## config.mk

```make
export PLATFORM = sky130hd
export DESIGN_NAME = axi_lite_rd_master_top
export DESIGN_NICKNAME = d
export VERILOG_FILES = /design/src/rtl/ll_pkg.sv /design/src/rtl/link_if.sv /design/src/rtl/axi_lite_rd_master_top.sv /design/src/rtl/ll_receive.sv /design/src/rtl/ll_transmit.sv /design/src/rtl/online_delay.sv /design/src/rtl/phy_lane.sv
export VERILOG_INCLUDE_DIRS = /design/src /design/src/rtl
export SDC_FILE = /design/constraint.sdc
export NUM_CORES = 1
export LEC_CHECK = 0
export BUFFER_PORTS_ARGS = -buffer_cell sky130_fd_sc_hd__buf_2
export CAP_MARGIN = 20
export CORE_ASPECT_RATIO = 2
export CORE_MARGIN = 1.5
export CORE_UTILIZATION = 62
export DETAILED_ROUTE_END_ITERATION = 7
export GPL_TIMING_DRIVEN = 0
export HOLD_SLACK_MARGIN = 0.02
export PLACE_DENSITY_LB_ADDON = 0.3
export SYNTH_ARGS = -nofsm -noshare
export SYNTH_HDL_FRONTEND = slang
export SYNTH_SLANG_ARGS = --single-unit
```

## constraint.sdc

```tcl
create_clock -name clk_wr -period 7.55 [get_ports clk_wr]
set_input_delay 0 -clock clk_wr [delete_from_list [all_inputs] [get_ports clk_wr]]
set_output_delay 0 -clock clk_wr [all_outputs]
set_load 0.005 [all_outputs]
```

## src/rtl/ll_defines.svh

```systemverilog
// Widths, FIFO depth and lane bit map of the read link; include in every RTL and TB file
`ifndef LL_DEFINES_SVH
`define LL_DEFINES_SVH

// AXI-lite read fields
`define LL_ADDR_W 32
`define LL_DATA_W 32
`define LL_RESP_W 2
// R flit carries the response above the data
`define LL_R_W 34

// PHY lane word
`define LL_LANE_W 40

// Buffering and credits
`define LL_RX_DEPTH 8
`define LL_RX_PTR_W 3
`define LL_CRED_W 8

// tx lane map, all other bits zero
`define LL_TX_PUSH_BIT 0
`define LL_TX_DATA_LSB 1
`define LL_TX_CRED_BIT 33

// rx lane map
`define LL_RX_PUSH_BIT 0
`define LL_RX_DATA_LSB 1
`define LL_RX_CRED_BIT 35

`endif

```

## src/rtl/ll_pkg.sv

```systemverilog
// Lane word pack and split helpers plus the credit check, imported by the link modules
`default_nettype none
`include "ll_defines.svh"

package ll_pkg;

  // Address field only carries data alongside the pushbit
  function automatic logic [`LL_LANE_W-1:0] tx_lane_pack(
    input logic                  push,
    input logic [`LL_ADDR_W-1:0] addr,
    input logic                  cred
  );
    logic [`LL_LANE_W-1:0] lane;
    lane = '0;
    lane[`LL_TX_PUSH_BIT] = push;
    lane[`LL_TX_DATA_LSB +: `LL_ADDR_W] = push ? addr : '0;
    lane[`LL_TX_CRED_BIT] = cred;
    return lane;
  endfunction

  function automatic void rx_lane_split(
    input  logic [`LL_LANE_W-1:0] lane,
    output logic                  push,
    output logic [`LL_R_W-1:0]    flit,
    output logic                  cred
  );
    push = lane[`LL_RX_PUSH_BIT];
    flit = lane[`LL_RX_DATA_LSB +: `LL_R_W];
    cred = lane[`LL_RX_CRED_BIT];
  endfunction

  function automatic logic credit_avail(input logic [`LL_CRED_W-1:0] cnt);
    return (cnt != '0);
  endfunction

endpackage

`default_nettype wire

```

## src/rtl/link_if.sv

```systemverilog
// Strobe bundle joining the AR and R channel engines to the PHY lane packer
`timescale 1ns/1ps
`default_nettype none
`include "ll_defines.svh"

interface link_if;

  // AR direction, tx_cred is the AR credit coming back
  logic                  tx_push;
  logic [`LL_ADDR_W-1:0] tx_data;
  logic                  tx_cred;

  // R direction, rx_cred is the R credit going out
  logic                  rx_push;
  logic [`LL_R_W-1:0]    rx_data;
  logic                  rx_cred;

  modport xmit (output tx_push, output tx_data, input tx_cred);

  modport recv (input rx_push, input rx_data, output rx_cred);

  modport lane (input tx_push, input tx_data, input rx_cred,
                output tx_cred, output rx_push, output rx_data);

endinterface

`default_nettype wire

```

## src/rtl/axi_lite_rd_master_top.sv

```systemverilog
// AXI-lite read master over one 40-bit lane; instantiate as the DUT with plain AXI ports
`timescale 1ns/1ps
`default_nettype none
`include "ll_defines.svh"

module axi_lite_rd_master_top (
  input  logic                  clk_wr,
  input  logic                  arst_n,

  // Link control
  input  logic                  tx_online,
  input  logic                  rx_online,
  input  logic [`LL_CRED_W-1:0] init_ar_credit,
  input  logic [15:0]           delay_x_value,
  input  logic [15:0]           delay_y_value,

  // AR channel
  input  logic [`LL_ADDR_W-1:0] user_araddr,
  input  logic                  user_arvalid,
  output logic                  user_arready,

  // R channel
  output logic [`LL_DATA_W-1:0] user_rdata,
  output logic [`LL_RESP_W-1:0] user_rresp,
  output logic                  user_rvalid,
  input  logic                  user_rready,

  // PHY lane
  output logic [`LL_LANE_W-1:0] tx_phy0,
  input  logic [`LL_LANE_W-1:0] rx_phy0
);

  logic tx_online_delay;
  logic rx_online_delay;

  link_if link ();

  ////////////////////////////////////////
  // Online sequencing
  online_delay online_delay_i (
    .clk_wr          (clk_wr),
    .arst_n          (arst_n),
    .tx_online       (tx_online),
    .rx_online       (rx_online),
    .delay_x_value   (delay_x_value),
    .delay_y_value   (delay_y_value),
    .tx_online_delay (tx_online_delay),
    .rx_online_delay (rx_online_delay)
  );

  ////////////////////////////////////////
  // Channel engines
  ll_transmit ll_transmit_iar (
    .clk_wr      (clk_wr),
    .arst_n      (arst_n),
    .tx_online   (tx_online_delay),
    .init_credit (init_ar_credit),
    .araddr      (user_araddr),
    .arvalid     (user_arvalid),
    .arready     (user_arready),
    .link        (link.xmit)
  );

  ll_receive ll_receive_ir (
    .clk_wr    (clk_wr),
    .arst_n    (arst_n),
    .rx_online (rx_online_delay),
    .rdata     (user_rdata),
    .rresp     (user_rresp),
    .rvalid    (user_rvalid),
    .rready    (user_rready),
    .link      (link.recv)
  );

  ////////////////////////////////////////
  // Lane
  phy_lane phy_lane_i (
    .clk_wr  (clk_wr),
    .arst_n  (arst_n),
    .tx_phy0 (tx_phy0),
    .rx_phy0 (rx_phy0),
    .link    (link.lane)
  );

endmodule

`default_nettype wire

```

## src/rtl/ll_receive.sv

```systemverilog
// R channel engine; buffers incoming flits in a FIFO and returns one credit per pop
`timescale 1ns/1ps
`default_nettype none
`include "ll_defines.svh"

module ll_receive (
  input  logic                  clk_wr,
  input  logic                  arst_n,
  input  logic                  rx_online,
  output logic [`LL_DATA_W-1:0] rdata,
  output logic [`LL_RESP_W-1:0] rresp,
  output logic                  rvalid,
  input  logic                  rready,
  link_if.recv                  link
);

  logic [`LL_R_W-1:0]      mem [`LL_RX_DEPTH];
  logic [`LL_RX_PTR_W-1:0] wr_ptr;
  logic [`LL_RX_PTR_W-1:0] rd_ptr;
  logic [`LL_RX_PTR_W:0]   count;
  logic                    push;
  logic                    pop;
  logic                    pop_q;
  logic                    cred_q;

  // Flits arriving while offline are dropped
  assign push = rx_online && link.rx_push;
  assign pop  = rvalid && rready;

  assign rvalid         = (count != '0);
  assign {rresp, rdata} = mem[rd_ptr];

  ////////////////////////////////////////
  // FIFO storage and pointers
  always_ff @(posedge clk_wr) begin
    if (push) begin
      mem[wr_ptr] <= link.rx_data;
    end
  end

  // Pointers wrap on their own, depth is a power of two
  always_ff @(posedge clk_wr or negedge arst_n) begin
    if (!arst_n) begin
      wr_ptr <= '0;
      rd_ptr <= '0;
      count  <= '0;
    end else begin
      if (push) begin
        wr_ptr <= wr_ptr + 1'b1;
      end
      if (pop) begin
        rd_ptr <= rd_ptr + 1'b1;
      end
      case ({push, pop})
        2'b10:   count <= count + 1'b1;
        2'b01:   count <= count - 1'b1;
        default: count <= count;
      endcase
    end
  end

  ////////////////////////////////////////
  // Credit return, two stages behind the pop
  always_ff @(posedge clk_wr or negedge arst_n) begin
    if (!arst_n) begin
      pop_q  <= 1'b0;
      cred_q <= 1'b0;
    end else begin
      pop_q  <= pop;
      cred_q <= pop_q;
    end
  end

  assign link.rx_cred = cred_q;

  // Far side must stay within its R credits
  a_no_overflow: assert property (@(posedge clk_wr) disable iff (!arst_n)
    push |-> (count != `LL_RX_DEPTH));

endmodule

`default_nettype wire

```

## src/rtl/ll_transmit.sv

```systemverilog
// AR channel engine; one-entry address buffer sent over the link against a credit counter
`timescale 1ns/1ps
`default_nettype none
`include "ll_defines.svh"

module ll_transmit
  import ll_pkg::*;
(
  input  logic                  clk_wr,
  input  logic                  arst_n,
  input  logic                  tx_online,
  input  logic [`LL_CRED_W-1:0] init_credit,
  input  logic [`LL_ADDR_W-1:0] araddr,
  input  logic                  arvalid,
  output logic                  arready,
  link_if.xmit                  link
);

  logic                  buf_full;
  logic [`LL_ADDR_W-1:0] buf_addr;
  logic [`LL_CRED_W-1:0] cred_cnt;
  logic                  send;
  logic                  push_q;
  logic [`LL_ADDR_W-1:0] data_q;

  assign arready = !buf_full;
  assign send    = buf_full && tx_online && credit_avail(cred_cnt);

  ////////////////////////////////////////
  // Entry buffer
  always_ff @(posedge clk_wr or negedge arst_n) begin
    if (!arst_n) begin
      buf_full <= 1'b0;
    end else if (arvalid && arready) begin
      buf_full <= 1'b1;
    end else if (send) begin
      buf_full <= 1'b0;
    end
  end

  always_ff @(posedge clk_wr) begin
    if (arvalid && arready) begin
      buf_addr <= araddr;
    end
  end

  // Link side, one strobe per address
  always_ff @(posedge clk_wr or negedge arst_n) begin
    if (!arst_n) begin
      push_q <= 1'b0;
    end else begin
      push_q <= send;
    end
  end

  always_ff @(posedge clk_wr) begin
    if (send) begin
      data_q <= buf_addr;
    end
  end

  assign link.tx_push = push_q;
  assign link.tx_data = data_q;

  ////////////////////////////////////////
  // Credit counter, reloads while offline
  always_ff @(posedge clk_wr or negedge arst_n) begin
    if (!arst_n) begin
      cred_cnt <= '0;
    end else if (!tx_online) begin
      cred_cnt <= init_credit;
    end else if (push_q && !link.tx_cred) begin
      cred_cnt <= cred_cnt - 1'b1;
    end else if (link.tx_cred && !push_q) begin
      cred_cnt <= cred_cnt + 1'b1;
    end
  end

  // Far side returns no more than it was granted
  a_cred_no_wrap: assert property (@(posedge clk_wr) disable iff (!arst_n)
    (tx_online && link.tx_cred && !push_q) |-> (cred_cnt != '1));

  a_cred_no_underflow: assert property (@(posedge clk_wr) disable iff (!arst_n)
    (tx_online && push_q && !link.tx_cred) |-> (cred_cnt != '0));

endmodule

`default_nettype wire

```

## src/rtl/online_delay.sv

```systemverilog
// Holds off tx_online and rx_online until each has been high for its programmed cycle count
`timescale 1ns/1ps
`default_nettype none

module online_delay (
  input  logic        clk_wr,
  input  logic        arst_n,
  input  logic        tx_online,
  input  logic        rx_online,
  input  logic [15:0] delay_x_value,
  input  logic [15:0] delay_y_value,
  output logic        tx_online_delay,
  output logic        rx_online_delay
);

  // Slot 0 is tx, slot 1 is rx
  logic [1:0]  online_in;
  logic [1:0]  online_out;
  logic [15:0] delay_val [2];

  assign online_in    = {rx_online, tx_online};
  assign delay_val[0] = delay_y_value;
  assign delay_val[1] = delay_x_value;

  for (genvar i = 0; i < 2; i++) begin : g_dly
    logic [15:0] cnt;
    logic        out_q;

    // Restart while low, saturate at the programmed value
    always_ff @(posedge clk_wr or negedge arst_n) begin
      if (!arst_n) begin
        cnt   <= '0;
        out_q <= 1'b0;
      end else if (!online_in[i]) begin
        cnt   <= '0;
        out_q <= 1'b0;
      end else begin
        if (cnt < delay_val[i]) begin
          cnt <= cnt + 16'd1;
        end
        out_q <= (cnt >= delay_val[i]);
      end
    end

    assign online_out[i] = out_q;
  end

  assign tx_online_delay = online_out[0];
  assign rx_online_delay = online_out[1];

endmodule

`default_nettype wire

```

## src/rtl/phy_lane.sv

```systemverilog
// Lane packer; registers the tx and rx PHY words and maps link strobes to lane bits
`timescale 1ns/1ps
`default_nettype none
`include "ll_defines.svh"

module phy_lane
  import ll_pkg::*;
(
  input  logic                  clk_wr,
  input  logic                  arst_n,
  output logic [`LL_LANE_W-1:0] tx_phy0,
  input  logic [`LL_LANE_W-1:0] rx_phy0,
  link_if.lane                  link
);

  logic [`LL_LANE_W-1:0] rx_lane_q;
  logic                  rx_push_w;
  logic [`LL_R_W-1:0]    rx_flit_w;
  logic                  tx_cred_w;

  ////////////////////////////////////////
  // tx direction
  always_ff @(posedge clk_wr or negedge arst_n) begin
    if (!arst_n) begin
      tx_phy0 <= '0;
    end else begin
      tx_phy0 <= tx_lane_pack(link.tx_push, link.tx_data, link.rx_cred);
    end
  end

  ////////////////////////////////////////
  // rx direction
  always_ff @(posedge clk_wr or negedge arst_n) begin
    if (!arst_n) begin
      rx_lane_q <= '0;
    end else begin
      rx_lane_q <= rx_phy0;
    end
  end

  // Pushbit, R flit and returned AR credit
  always_comb begin
    rx_lane_split(rx_lane_q, rx_push_w, rx_flit_w, tx_cred_w);
  end

  assign link.rx_push = rx_push_w;
  assign link.rx_data = rx_flit_w;
  assign link.tx_cred = tx_cred_w;

endmodule

`default_nettype wire

```

After elaboration in Yosys (flattened, before gate mapping)
Memory sizes are Yosys's and may differ from the RTL's.
Index checks and enable logic that the tools add are counted.

cells by class
  $add $sub $neg = 8
  multipliers = 0
  divide/modulo/power cells = 0
  $lt $le $gt $ge = 4
  equal/unequal tests = 5
  shift operators = 0
  muxes and demuxes = 15
  bitwise gates (word level) = 0
  reductions and logical operators = 14

operators with widths
  cell                                              count
  two-way mux 16 bit                                4
  adder 16 x 1 -> 16 bit, second input constant     2
  greater-or-equal comparator 16 bit                2
  < comparator 16 bit                               2
  two-way mux 32 bit                                1
  two-way mux 8 bit                                 3
  adder 8 x 1 -> 8 bit, second input constant       1
  case mux 4 bit (2 select lines)                   1
  nonzero test 8 bit                                1
  subtractor 8 x 1 -> 8 bit, second input constant  1
  logical AND 1 bit                                 7
  adder 3 x 1 -> 3 bit, second input constant       2
  two-way mux 1 bit                                 6
  adder 4 x 1 -> 4 bit, second input constant       1
  != test 2 x 1 -> 1 bit, second input constant     2
  nonzero test 2 bit                                2
  nonzero test 4 bit                                1
  subtractor 4 x 1 -> 4 bit, second input constant  1
  logical NOT 1 bit                                 3
  != test 3 x 1 -> 1 bit, second input constant     1
  == test 2 x 1 -> 1 bit, second input constant     1
  == test 2 bit, second input constant              1

storage, ports and cells
  register bits after elaboration = 190
  bits in latches = 0
  RAM bits = 272
  memory bits (read-only) = 0
  input bits = 118
  output and inout bits = 76
  logic and storage cells = 63
  memories kept = 1

memories
  name               depth  width  read ports  clocked after memory_dff  wr ports  line              source
  ll_receive_ir.mem  8      34     1           0                         1         ll_receive.sv:17  logic [`LL_R_W-1:0] mem [`LL_RX_DEPTH];

Longest topological paths before layout
Gate-level depths: netlist (run 1).

  depth after elaboration = 5
  gate-level depth with buffers = 10

Hierarchy
From an unflattened synthesis (run 1), not the netlist that was laid out.

unflattened totals
  cells, all modules = 996
  area total of the unflattened synthesis = 18,134.9 µm²

by module, submodules not included
  module        instances  cells an instance  area an instance (µm²)
  ll_receive    1          452                10,862.9
  online_delay  1          297                2,628.8
  ll_transmit   1          135                2,587.5
  phy_lane      1          112                2,055.7

Least setup slack after synthesis (run 1)
No wires, ideal clock.

  kind = flip-flop to flip-flop
  start = reg online_delay_i.g_dly[1].out_q, in the netlist online_delay_i.rx_online_delay
  end = mem ll_receive_ir.mem[0][0] (netlist name) (enable)
  setup time = 467 ps
  arrival = 3,107 ps
  slack = 3,976 ps
  stages on the path, launching flop included = 4
  buffers on the path = 0
  clock period less this slack = 3,574 ps
  path through = dfrtp_1 nand2_1 or2_2 nor3_1

between the ends
  longest elaborated chain between the ends = 3

ends and longest elaborated chain
  element                                  line                source
  start, declared                          online_delay.sv:27  logic out_q;
  start signal, assigned                   online_delay.sv:41  out_q <= (cnt >= delay_val[i]);
  logical AND 1 bit                        ll_receive.sv:27    assign push = rx_online && link.rx_push;
  two-way mux 1 bit                        ll_receive.sv:36    if (push) begin
  two-way mux 1 bit (implied by the code)  ll_receive.sv:37    mem[wr_ptr] <= link.rx_data;
  end, declared                            ll_receive.sv:17

Every way passes these cells.

Final worst setup path (run 1)
  start = reg ll_receive_ir.rd_ptr[1]
  end = out user_rdata[24]

between the ends
  longest elaborated chain between the ends = 1

ends and longest elaborated chain
  element                   line                          source
  start, declared           ll_receive.sv:19              logic [`LL_RX_PTR_W-1:0] rd_ptr;
  start signal, assigned    ll_receive.sv:52              rd_ptr <= rd_ptr + 1'b1;
  memory read (8 x 34 bit)  n/a
  end, declared             axi_lite_rd_master_top.sv:23  output logic [`LL_DATA_W-1:0] user_rdata,

Every way passes these cells.

==> summary.txt, run 1 <==
Outcome
  • Status: completed

Routing
  • Vias per std cell: 5.75
  • Detailed-route wire length per cell: 21.5 um
  • Drc violations: 0
  • 1st-pass router iterations: 4
  • DRT iter0 DRCs: 417
  • Routed via count: 9945
  • Remaining antenna violation count: 0
  • Final wirelength: 37100 um

Critical path
  • Element type at the critical path end: output pin
  • Worst r2r src: online_delay_i.g_dly[1].cnt[7]
  • CP top delay family: buffers and inverters
  • Worst r2r path cells: 9
  • Cell depth of the worst setup path: 6
  • Reg2reg setup slack: 4820 ps
  • Critical path class: reg2out
  • Crit-path cells: clkbuf_1, clkbuf_1, clkbuf_1, mux4_2, mux2_2, buf_2
  • Slowest-stage cell, CP: clkbuf_1
  • Worst EP required: 7550 ps
  • Worst path most repeated cell: clkbuf_1
  • Worst EP arrival: 3190 ps
  • Crit path launch type: flip-flop
  • Critical-path maximum fanout: 10
  • WP buf/inv: 4
  • Worst R2R End: online_delay_i.g_dly[1].cnt[11]
  • Max stage delay on crit path: 590 ps

Pwr
  • Max rail drop VDD: 231 uV
  • Sw Share: 24.4%
  • Int Power: 4.57 mW
  • Clock network fraction of design power: 33.1%
  • PwrDens: 276 nW/um^2
  • Logic pwr share: 20.5%
  • Sequential share of power: 46.4%
  • Leak pwr: 8.42 nW
  • Sw Pwr: 1.47 mW
  • Total power: 6.04 mW

Synthesis
  • Synthesized flop and latch total: 462
  • Post-Synthesis Cells: 1017
  • Post-synth top area cell: edfxtp_1
  • Synth top area share: 55.9%
  • Post-synth top cells: edfxtp_1, dfrtp_1, mux4_2
  • Top-count cell post-synth: edfxtp_1
  • Synth Flop Type: edfxtp_1
  • Synth warn: 0
  • Post-Syn Area: 18100 sq um
  • Average size of a mapped cell: 17.8 sq um
  • Yosys cell types: 49
  • EDFF count, synth: 336
  • Seq/Total Area, Yosys: 73.3%
  • Area contributors post-synth: edfxtp_1, dfrtp_1, mux4_2, ha_1, mux2_2
  • Post-synth ARST share: 27.3%

Die
  • Row Count: 88
  • Core Footprint: 28700 sq um
  • Chip height: 244 um
  • Die area: 30200 sq um
  • Die Wd: 124 um
  • Initial Util: 62.8%
  • Io pins: 194

Clocking
  • Root Driver: clkbuf_16
  • Worst-path clk slew: 70 ps
  • Post-CTS setup buffer count: 0
  • TritonCTS Sinks: 462
  • Worst skew pair latency: 530 ps
  • H-tree levels: 2
  • Num CTS Buffers: 38
  • Longest Clk Path Bufs: 3
  • CTS tree: yes

Cells and area
  • Layout cells sized above 1: 28.9%
  • Layout area overhead: 21.1%
  • Ant diodes: 0
  • Nets@finish: 1507
  • Filler cells: 1576

Global routing
  • Vias in the first global route: 10.9k
  • Largest net degree at the start of global routing: 68
  • Initial antenna violation count: 0
  • Global-route wire length before repair: 57700 um
  • Overflow after GRT: 0
  • Total GRT Usage: 25.8%

STA
  • Crit path time final: 3190 ps
  • Final setup fails: 0
  • Final Cycle Share: 42.3%
  • Rel. slew slack: 39.1%
  • Final Hold Vio Count: 0
  • Skew final: 19.7 ps
  • Slew Viols, Final: 0
  • Setup slack after layout: 4360 ps
  • RSZ-0062 raised after global routing: false
  • Maximum clock rate: 313 MHz
  • Setup TNS: 0 ps
  • Worst Max-Slew Pin Slew: 914 ps

Worst hold path
  • HP Class: in2async

Flow run
  • Max Cap Viol: 0

Placed design
  • Dpl hpwl: 24100 um
  • IO Port Bufs: 183
  • RD Place Congestion: 0.836
  • Dpl ws: 4800 ps
[logic make-up (layout without fill, tap and decap cells)]
kind of cell	after synthesis	after routing	synth area share, %
adders and majority gates	47	47	3.34
muxes	124	124	11.9
buffers and inverters	88	435	2.05
other	1	6	0.0208
and+or+nand+nor	197	197	5.85
xor gates and xnor gates	14	14	0.679
AOI/OAI and AO/OA	84	84	2.87
DFF	462	462	73.3
[stage by stage]
stage,utilization (%),std cells,hold slack (ps),cell area (sq um)
after global routing,76.1,1729,104,21900
after CTS,76.1,1729,66.9,21900
after global placement,67.7,1565,108,19400
after detailed placement,68.8,1581,77.4,19800
final,76.1,1729,66.3,21900
after floorplan,-,1022,-296,18100
[layout make-up]
cell class                 instances  area, sq um  share of cell area, %
buffer                            41          194                  0.887
clock buffer                      45         1030                   4.70
clock inverter                    22          240                   1.10
inverter                          47          176                  0.807
multi-input combinational        472         4540                   20.8
sequential                       462        13200                   60.6
tap                              360          450                   2.06
timing repair buffer             280         1990                   9.12
[layout by cell type, fill, tap and decap left out, drive strengths merged, types with 3 or more instances in the layout]
cell         Yosys  routed
a21o             3       3
a21oi           38      38
a31oi            3       3
and2            34      34
buf             17     216
bufinv           0       5
clkbuf          24      69
clkinv           0      13
clkinvlp         0       3
conb             1       6
dfrtp          126     126
dlygate4sd3      0      81
edfxtp         336     336
ha              45      45
inv             47      48
mux2            39      39
mux2i           17      17
mux4            68      68
nand2           41      41
nand2b          12      12
nand3           14      14
nand4           19      19
nor2            31      31
nor2b            5       5
nor3             5       5
nor4            10      10
o21ai           14      14
o31ai           12      12
or2              3       3
or3              5       5
or4             14      14
xnor2           11      11
xor2             3       3
[how the worst max path moves through the flow]
stage	slack (ps)	end	from
after global routing	4160	user_rdata[24]	ll_receive_ir.rd_ptr[1]
after global placement	1640	ll_receive_ir.mem[0][14]	phy_lane_i.rx_lane_q[0]
after detailed placement	4800	ll_receive_ir.count[3]	ll_receive_ir.count[1]
final	4360	user_rdata[24]	ll_receive_ir.rd_ptr[1]
after floorplan	3980	ll_receive_ir.mem[0][0]	online_delay_i.rx_online_delay
after CTS	4260	user_rdata[24]	ll_receive_ir.rd_ptr[1]
[power by group through the flow]
stage                     registers [mW]  logic (mW)  clock network, mW
after CTS                           2.80        1.26               2.04
after detailed placement            2.86        1.22                  0
after global placement              2.85        1.19                  0
after global routing                2.81        1.34               2.13
after floorplan                     2.84       0.808                  0
final                               2.80        1.24               2.00
[flip-flops by register name (all words and copies together) (netlist names)]
signal,count
ll_receive_ir.mem,272
phy_lane_i.rx_lane_q,36
phy_lane_i.tx_phy0,34
ll_transmit_iar.buf_addr,32
ll_transmit_iar.link.tx_data,32
online_delay_i.g_dly.cnt,32
ll_transmit_iar.cred_cnt,8
ll_receive_ir.count,4
ll_receive_ir.rd_ptr,3
ll_receive_ir.wr_ptr,3
ll_receive_ir.link.rx_cred,1
ll_receive_ir.pop_q,1
ll_transmit_iar.buf_full,1
ll_transmit_iar.link.tx_push,1
online_delay_i.rx_online_delay,1
online_delay_i.tx_online_delay,1
[what timing repair did]
| action | 4_1_cts | 5_1_grt |
|---|---|---|
| hold buffers | 81 | 0 |
| gates resized for setup | 0 | 0 |
| hold endpoints to repair | 161 | 0 |
[per-layer routing]
metal	vias up	routed length (um)	GRT usage (%)
met1	5021	12500	27.7
li1	4544	-	-
met4	0	1380	10.9
met2	299	21500	49.0
met5	-	0	0
met3	81	1770	3.78
No activity file was read; power rests on OpenSTA's default activity.
==> run 2: changes to the inputs <==
--- a/config.mk
+++ b/config.mk
@@ -10,7 +10,7 @@
 export CAP_MARGIN = 20
 export CORE_ASPECT_RATIO = 2
 export CORE_MARGIN = 1.5
-export CORE_UTILIZATION = 62
+export CORE_UTILIZATION = 58
 export DETAILED_ROUTE_END_ITERATION = 7
 export GPL_TIMING_DRIVEN = 0
 export HOLD_SLACK_MARGIN = 0.02
==> constraint.sdc (replaced) <==
create_clock -name clk_wr -period 3.1 [get_ports clk_wr]
set_input_delay 0 -clock clk_wr [delete_from_list [all_inputs] [get_ports clk_wr]]
set_output_delay 0 -clock clk_wr [all_outputs]
set_load 0.005 [all_outputs]
==> summary.txt, run 2 (synthesis results as in run 1) <==
Clocking
  • TritonCTS Sinks: 462 (unchanged)
  • H-tree levels: 2 (unchanged)
  • CTS tree: yes (unchanged)
  • Num CTS Buffers: 40 (was 38)
  • Worst-path clk slew: 60 ps (was 70 ps)
  • Root Driver: clkbuf_16 (unchanged)
  • Post-CTS setup buffer count: 0 (unchanged)
  • Worst skew pair latency: 540 ps (was 530 ps)
  • Longest Clk Path Bufs: 3 (unchanged)

STA
  • Setup TNS: 0 ps (unchanged)
  • Skew final: 20.8 ps (was 19.7 ps)
  • RSZ-0062 raised after global routing: false (unchanged)
  • Rel. slew slack: 39.2% (was 39.1%)
  • Final Hold Vio Count: 0 (unchanged)
  • Maximum clock rate: 340 MHz
  • Worst Max-Slew Pin Slew: 908 ps (was 914 ps)
  • Crit path time final: 2940 ps
  • Final setup fails: 0 (unchanged)
  • Slew Viols, Final: 0 (unchanged)
  • Final Cycle Share: 95.0%

Cells and area
  • Layout cells sized above 1: 28.7% (was 28.9%)
  • Final instance area: 22000 sq um (was 21900 sq um)
  • Number of flip-flops in the largest register: 272 (unchanged)
  • Nets@finish: 1506 (was 1507)
  • Commonest non-fill, non-tap cell in the layout: edfxtp_1 (unchanged)
  • Sequential Area: 13200 sq um (unchanged)
  • Largest registers: ll_receive_ir.mem x272, phy_lane_i.rx_lane_q x36, phy_lane_i.tx_phy0 x34 (unchanged)
  • Top reg by flops: ll_receive_ir.mem (unchanged)
  • Layout area overhead: 22.1% (was 21.1%)
  • Most frequent cells in the layout: edfxtp_1, buf_2, dfrtp_1, dlygate4sd3_1, mux4_2 (unchanged)
  • Ant diodes: 0 (unchanged)
  • Area of the multi-input gates: 4550 sq um (was 4540 sq um)
  • Filler cells: 1914 (was 1576)

Pwr
  • PwrDens: 681 nW/um^2 (was 276 nW/um^2)
  • Leak pwr: 8.47 nW (was 8.42 nW)
  • Max rail drop VDD: 612 uV (was 231 uV)

Routing
  • Routed via count: 10.0k (was 9945)
  • Remaining antenna violation count: 0 (unchanged)
  • DRT iter0 DRCs: 561 (was 417)
  • Detailed-route wire length per cell: 21.3 um (was 21.5 um)
  • Drc violations: 0 (unchanged)
  • 1st-pass router iterations: 5 (was 4)
  • Final wirelength: 37200 um (was 37100 um)
  • Vias per std cell: 5.73 (was 5.75)

Global routing
  • Vias in the first global route: 10.5k (was 10.9k)
  • Initial antenna violation count: 0 (unchanged)
  • Largest net degree at the start of global routing: 90 (was 68)
  • Overflow after GRT: 0 (unchanged)
  • Total GRT Usage: 23.7% (was 25.8%)
  • Global-route wire length before repair: 57400 um (was 57700 um)

Outcome
  • Status: completed (unchanged)

Critical path
  • Worst EP arrival: 2940 ps (was 3190 ps)
  • Critical-path maximum fanout: 10 (unchanged)
  • Element type at the critical path end: output pin (unchanged)
  • WP buf/inv: 3 (was 4)
  • Critical path class: reg2out (unchanged)
  • Max stage delay on crit path: 740 ps (was 590 ps)
  • CP top delay family: buffers and inverters (unchanged)
  • Slowest-stage cell, CP: clkdlybuf4s15_1 (was clkbuf_1)
  • Crit-path cells: clkbuf_1, clkdlybuf4s15_1, mux4_2, mux2_2, buf_2 (was clkbuf_1, clkbuf_1, clkbuf_1, mux4_2, mux2_2, buf_2)
  • Crit path launch type: flip-flop (unchanged)
  • Worst EP required: 3100 ps (was 7550 ps)

Flow run
  • Max Cap Viol: 0 (unchanged)

Worst hold path
  • HP Class: in2reg (was in2async)

Placed design
  • IO Port Bufs: 183 (unchanged)
  • Dpl hpwl: 23700 um (was 24100 um)
  • Cell Area, Placed: 19800 sq um (about the same)
  • RD Place Congestion: 0.866 (was 0.836)

Die
  • Initial Util: 58.7% (was 62.8%)
  • Die area: 32300 sq um (was 30200 sq um)
  • Io pins: 194 (unchanged)
  • Core Footprint: 30700 sq um (was 28700 sq um)
  • Row Count: 91 (was 88)
  • Die Wd: 128 um (was 124 um)
  • Chip height: 253 um (was 244 um)
[run 2: repair_timing]
item | CTS | global route
hold buffers | 83 | 0
hold endpoints to repair | 217 | 0
gates resized for setup | 1 | 1
setup endpoints to repair | 9 | 5
[run 2: cell type report]
cell class	count	area share (%)
inverters	47	0.800
plain buffers	40	0.897
well taps	372	2.11
flip-flops and latches	462	60.1
clock inverters	22	1.21
clock buffers	52	5.07
multi-input cells	472	20.6
repair buffers	278	9.21
[run 2: routing by layer]
metal	track usage [%]	wire (um)	part of all wire (%)
met5	0	0	0
met4	7.32	940	2.5
met3	3.26	1580	4.3
met2	44.9	21100	57
met1	27.3	13500	36
[run 2: tightest hold or removal path, stage by stage]
cell and delay, ps:
buf_2 80, ha_1 230, nand4_1 70, nor4_1 50
nor2_1 80, nor2_1 60
[run 2: report_power, final]
part | internal, mW | switching, mW | total (mW)
Clock | 3.06 | 2.14 | 5.19
Combinational | 1.62 | 1.39 | 3.00
Sequential | 6.72 | 0.102 | 6.83
Total | 11.4 | 3.63 | 15.0
[run 2: final timing paths]
kind / slack [ps] / startpoint / to / cells after the start
min reg2reg: 350 / ll_receive_ir.link.rx_cred / phy_lane_i.tx_phy0[33] / 0
min: 90 / delay_x_value[0] / online_delay_i.rx_online_delay / 6
max: 160 / ll_receive_ir.rd_ptr[0] / user_rdata[29] / 5
max reg2reg: 290 / ll_receive_ir.count[1] / ll_receive_ir.count[3] / 10
min in group asynchronous: 600 / arst_n / phy_lane_i.tx_phy0[20] / 4
max in group asynchronous: 1990 / arst_n / phy_lane_i.rx_lane_q[2] / 4
[run 2: metrics by stage]
stage	instances	setup WS (ps)	util, %	hold WS, ps	power [mW]
floorplan	1022	423	-	-296	8.89
global placement	1577	-1140	63.3	108	9.86
detailed placement	1589	299	64.5	-53.6	9.91
CTS	1746	0.143	71.7	48.1	15.2
global route	1745	10.9	71.7	90.6	15.6
finish	1745	155	71.7	86.0	15.0
==> run 3: changes to the inputs <==
--- a/config.mk
+++ b/config.mk
@@ -8,13 +8,14 @@
 export LEC_CHECK = 0
 export BUFFER_PORTS_ARGS = -buffer_cell sky130_fd_sc_hd__buf_2
 export CAP_MARGIN = 20
-export CORE_ASPECT_RATIO = 2
+export CORE_ASPECT_RATIO = 0.7
 export CORE_MARGIN = 1.5
 export CORE_UTILIZATION = 58
 export DETAILED_ROUTE_END_ITERATION = 7
 export GPL_TIMING_DRIVEN = 0
 export HOLD_SLACK_MARGIN = 0.02
-export PLACE_DENSITY_LB_ADDON = 0.3
+export PLACE_DENSITY = 0.9
+export REMOVE_ABC_BUFFERS = 1
 export SYNTH_ARGS = -nofsm -noshare
 export SYNTH_HDL_FRONTEND = slang
 export SYNTH_SLANG_ARGS = --single-unit
==> summary.txt, run 3 (synthesis results as in run 1) <==
Routing
  • 1st-pass router iterations: 5 (unchanged)
  • Routed via count: 10.1k (was 10.0k)
  • Drc violations: 0 (unchanged)
  • Detailed-route wire length per cell: 22.4 um (was 21.3 um)
  • Vias per std cell: 5.74 (was 5.73)
  • Remaining antenna violation count: 0 (unchanged)
  • DRT iter0 DRCs: 733 (was 561)
  • Final wirelength: 39300 um (was 37200 um)

Cells and area
  • Number of flip-flops in the largest register: 272 (unchanged)
  • Nets@finish: 1473 (was 1506)
  • Filler cells: 1759 (was 1914)
  • Commonest non-fill, non-tap cell in the layout: edfxtp_1 (unchanged)
  • Most frequent cells in the layout: edfxtp_1, buf_2, dfrtp_1, dlygate4sd3_1, mux4_2 (unchanged)
  • Layout cells sized above 1: 29.2% (was 28.7%)
  • Fin cells: 1754 (was 1745)
  • Top reg by flops: ll_receive_ir.mem (unchanged)
  • Largest registers: ll_receive_ir.mem x272, phy_lane_i.rx_lane_q x36, phy_lane_i.tx_phy0 x34 (unchanged)
  • Layout area overhead: 21.7% (was 22.1%)
  • Area of the multi-input gates: 4550 sq um (about the same)
  • Sequential Area: 13300 sq um (was 13200 sq um)

Clocking
  • Worst skew pair latency: 540 ps (about the same)
  • Post-CTS setup buffer count: 0 (unchanged)
  • Num CTS Buffers: 42 (was 40)
  • TritonCTS Sinks: 462 (unchanged)
  • Worst-path clk slew: 70 ps (was 60 ps)
  • CTS tree: yes (unchanged)
  • Longest Clk Path Bufs: 3 (unchanged)
  • Root Driver: clkbuf_16 (unchanged)
  • H-tree levels: 2 (unchanged)

STA
  • WHS: 12.5 ps (was 86.0 ps)
  • Crit path time final: 2850 ps (was 2940 ps)
  • Worst Max-Slew Pin Slew: 1020 ps (was 908 ps)
  • RSZ-0062 raised after global routing: false (unchanged)
  • Final Cycle Share: 91.8% (was 95.0%)
  • Slew Viols, Final: 0 (unchanged)
  • Skew final: 9.78 ps (was 20.8 ps)
  • Setup TNS: 0 ps (unchanged)
  • Final setup fails: 0 (unchanged)
  • Rel. slew slack: 31.7% (was 39.2%)
  • Final Hold Vio Count: 0 (unchanged)
  • Maximum clock rate: 351 MHz (was 340 MHz)

Critical path
  • Critical-path maximum fanout: 35 (was 10)
  • Worst EP arrival: 3280 ps (was 2940 ps)
  • Reg2reg setup slack: 250 ps (was 290 ps)
  • Element type at the critical path end: flip-flop (was output pin)
  • Critical path class: reg2reg (was reg2out)
  • Crit path launch type: flip-flop (unchanged)
  • Worst EP required: 3530 ps (was 3100 ps)

Die
  • Core Footprint: 30300 sq um (was 30700 sq um)
  • Die Wd: 214 um (was 128 um)
  • Row Count: 53 (was 91)
  • Chip height: 151 um (was 253 um)
  • Die area: 32200 sq um (was 32300 sq um)
  • Initial Util: 59.6% (was 58.7%)
  • Io pins: 194 (unchanged)

Global routing
  • Largest net degree at the start of global routing: 69 (was 90)
  • Initial antenna violation count: 1 (was 0)
  • Total GRT Usage: 25.3% (was 23.7%)
  • Overflow after GRT: 0 (unchanged)
  • Global-route wire length before repair: 60300 um (was 57400 um)
  • Vias in the first global route: 10.7k (was 10.5k)

Pwr
  • Total power: 15.0 mW (about the same)
  • Leak pwr: 8.42 nW (was 8.47 nW)
  • PwrDens: 681 nW/um^2 (about the same)
  • Max rail drop VDD: 671 uV (was 612 uV)

Placed design
  • Dpl hpwl: 22000 um (was 23700 um)
  • RD Place Congestion: 0.794 (was 0.866)
  • DP Cell Count: 1594 (was 1589)
  • IO Port Bufs: 183 (unchanged)

Worst hold path
  • HP Class: in2async (was in2reg)

Outcome
  • Status: completed (unchanged)

Flow run
  • Max Cap Viol: 0 (unchanged)
## run 3: where the power goes
group	switching [mW]	internal [mW]	leakage [nW]
clock	2.22	2.96	0.670
combinational	1.15	1.63	3.11
sequential	0.272	6.73	4.64
total	3.64	11.3	8.42
## run 3: critical path: stages (launching register included)
cell,delay [ps]
dfrtp_4,600
nand2b_1,160
inv_1,260
ha_1,300
a21oi_1,230
o211ai_1,180
o41ai_2,360
mux2i_1,270
xnor2_1,80
mux2_2,270
## run 3: layout make-up
type | count | share of cell area (%)
inverters | 47 | 0.803
multi-input cells | 472 | 20.7
clock buffers | 56 | 5.21
clock inverters | 21 | 1.08
diodes | 1 | 0.0114
flip-flops and latches | 462 | 60.3
well taps | 412 | 2.35
repair buffers | 283 | 9.48
## run 3: per-stage QoR
| step | setup slack, ps | instance area [sq um] | utilization, % |
|---|---|---|---|
| global placement | -2830 | 19300 | 63.7 |
| CTS | 108 | 22000 | 72.4 |
| detailed placement | -145 | 19700 | 65.2 |
| finish | 253 | 22000 | 72.5 |
| global route | 120 | 22000 | 72.5 |
| floorplan | -577 | 17900 | - |
## run 3: worst paths after layout
path,start,end,cells past startpoint
setup / recovery,ll_transmit_iar.link.tx_push,ll_transmit_iar.cred_cnt[7],9
hold / removal,arst_n,online_delay_i.g_dly[0].cnt[0],2
setup reg to reg,ll_transmit_iar.link.tx_push,ll_transmit_iar.cred_cnt[7],9
hold reg to reg,ll_receive_ir.pop_q,ll_receive_ir.link.rx_cred,0
max in group asynchronous,arst_n,phy_lane_i.rx_lane_q[33],3
min in group clk_wr,delay_y_value[0],online_delay_i.tx_online_delay,5
## run 3: per-layer routing
layer | routed length (um) | GRT usage (%)
met1 | 15500 | 32.5
met2 | 19800 | 43.3
met3 | 2980 | 6.28
met4 | 882 | 7.04
met5 | 12 | 0
## run 3: what timing repair did
action	4_1_cts	5_1_grt
gates cloned	0	0
hold endpoints to repair	261	0
gates resized for setup	1	3
hold buffers	82	0
setup endpoints to repair	1	13
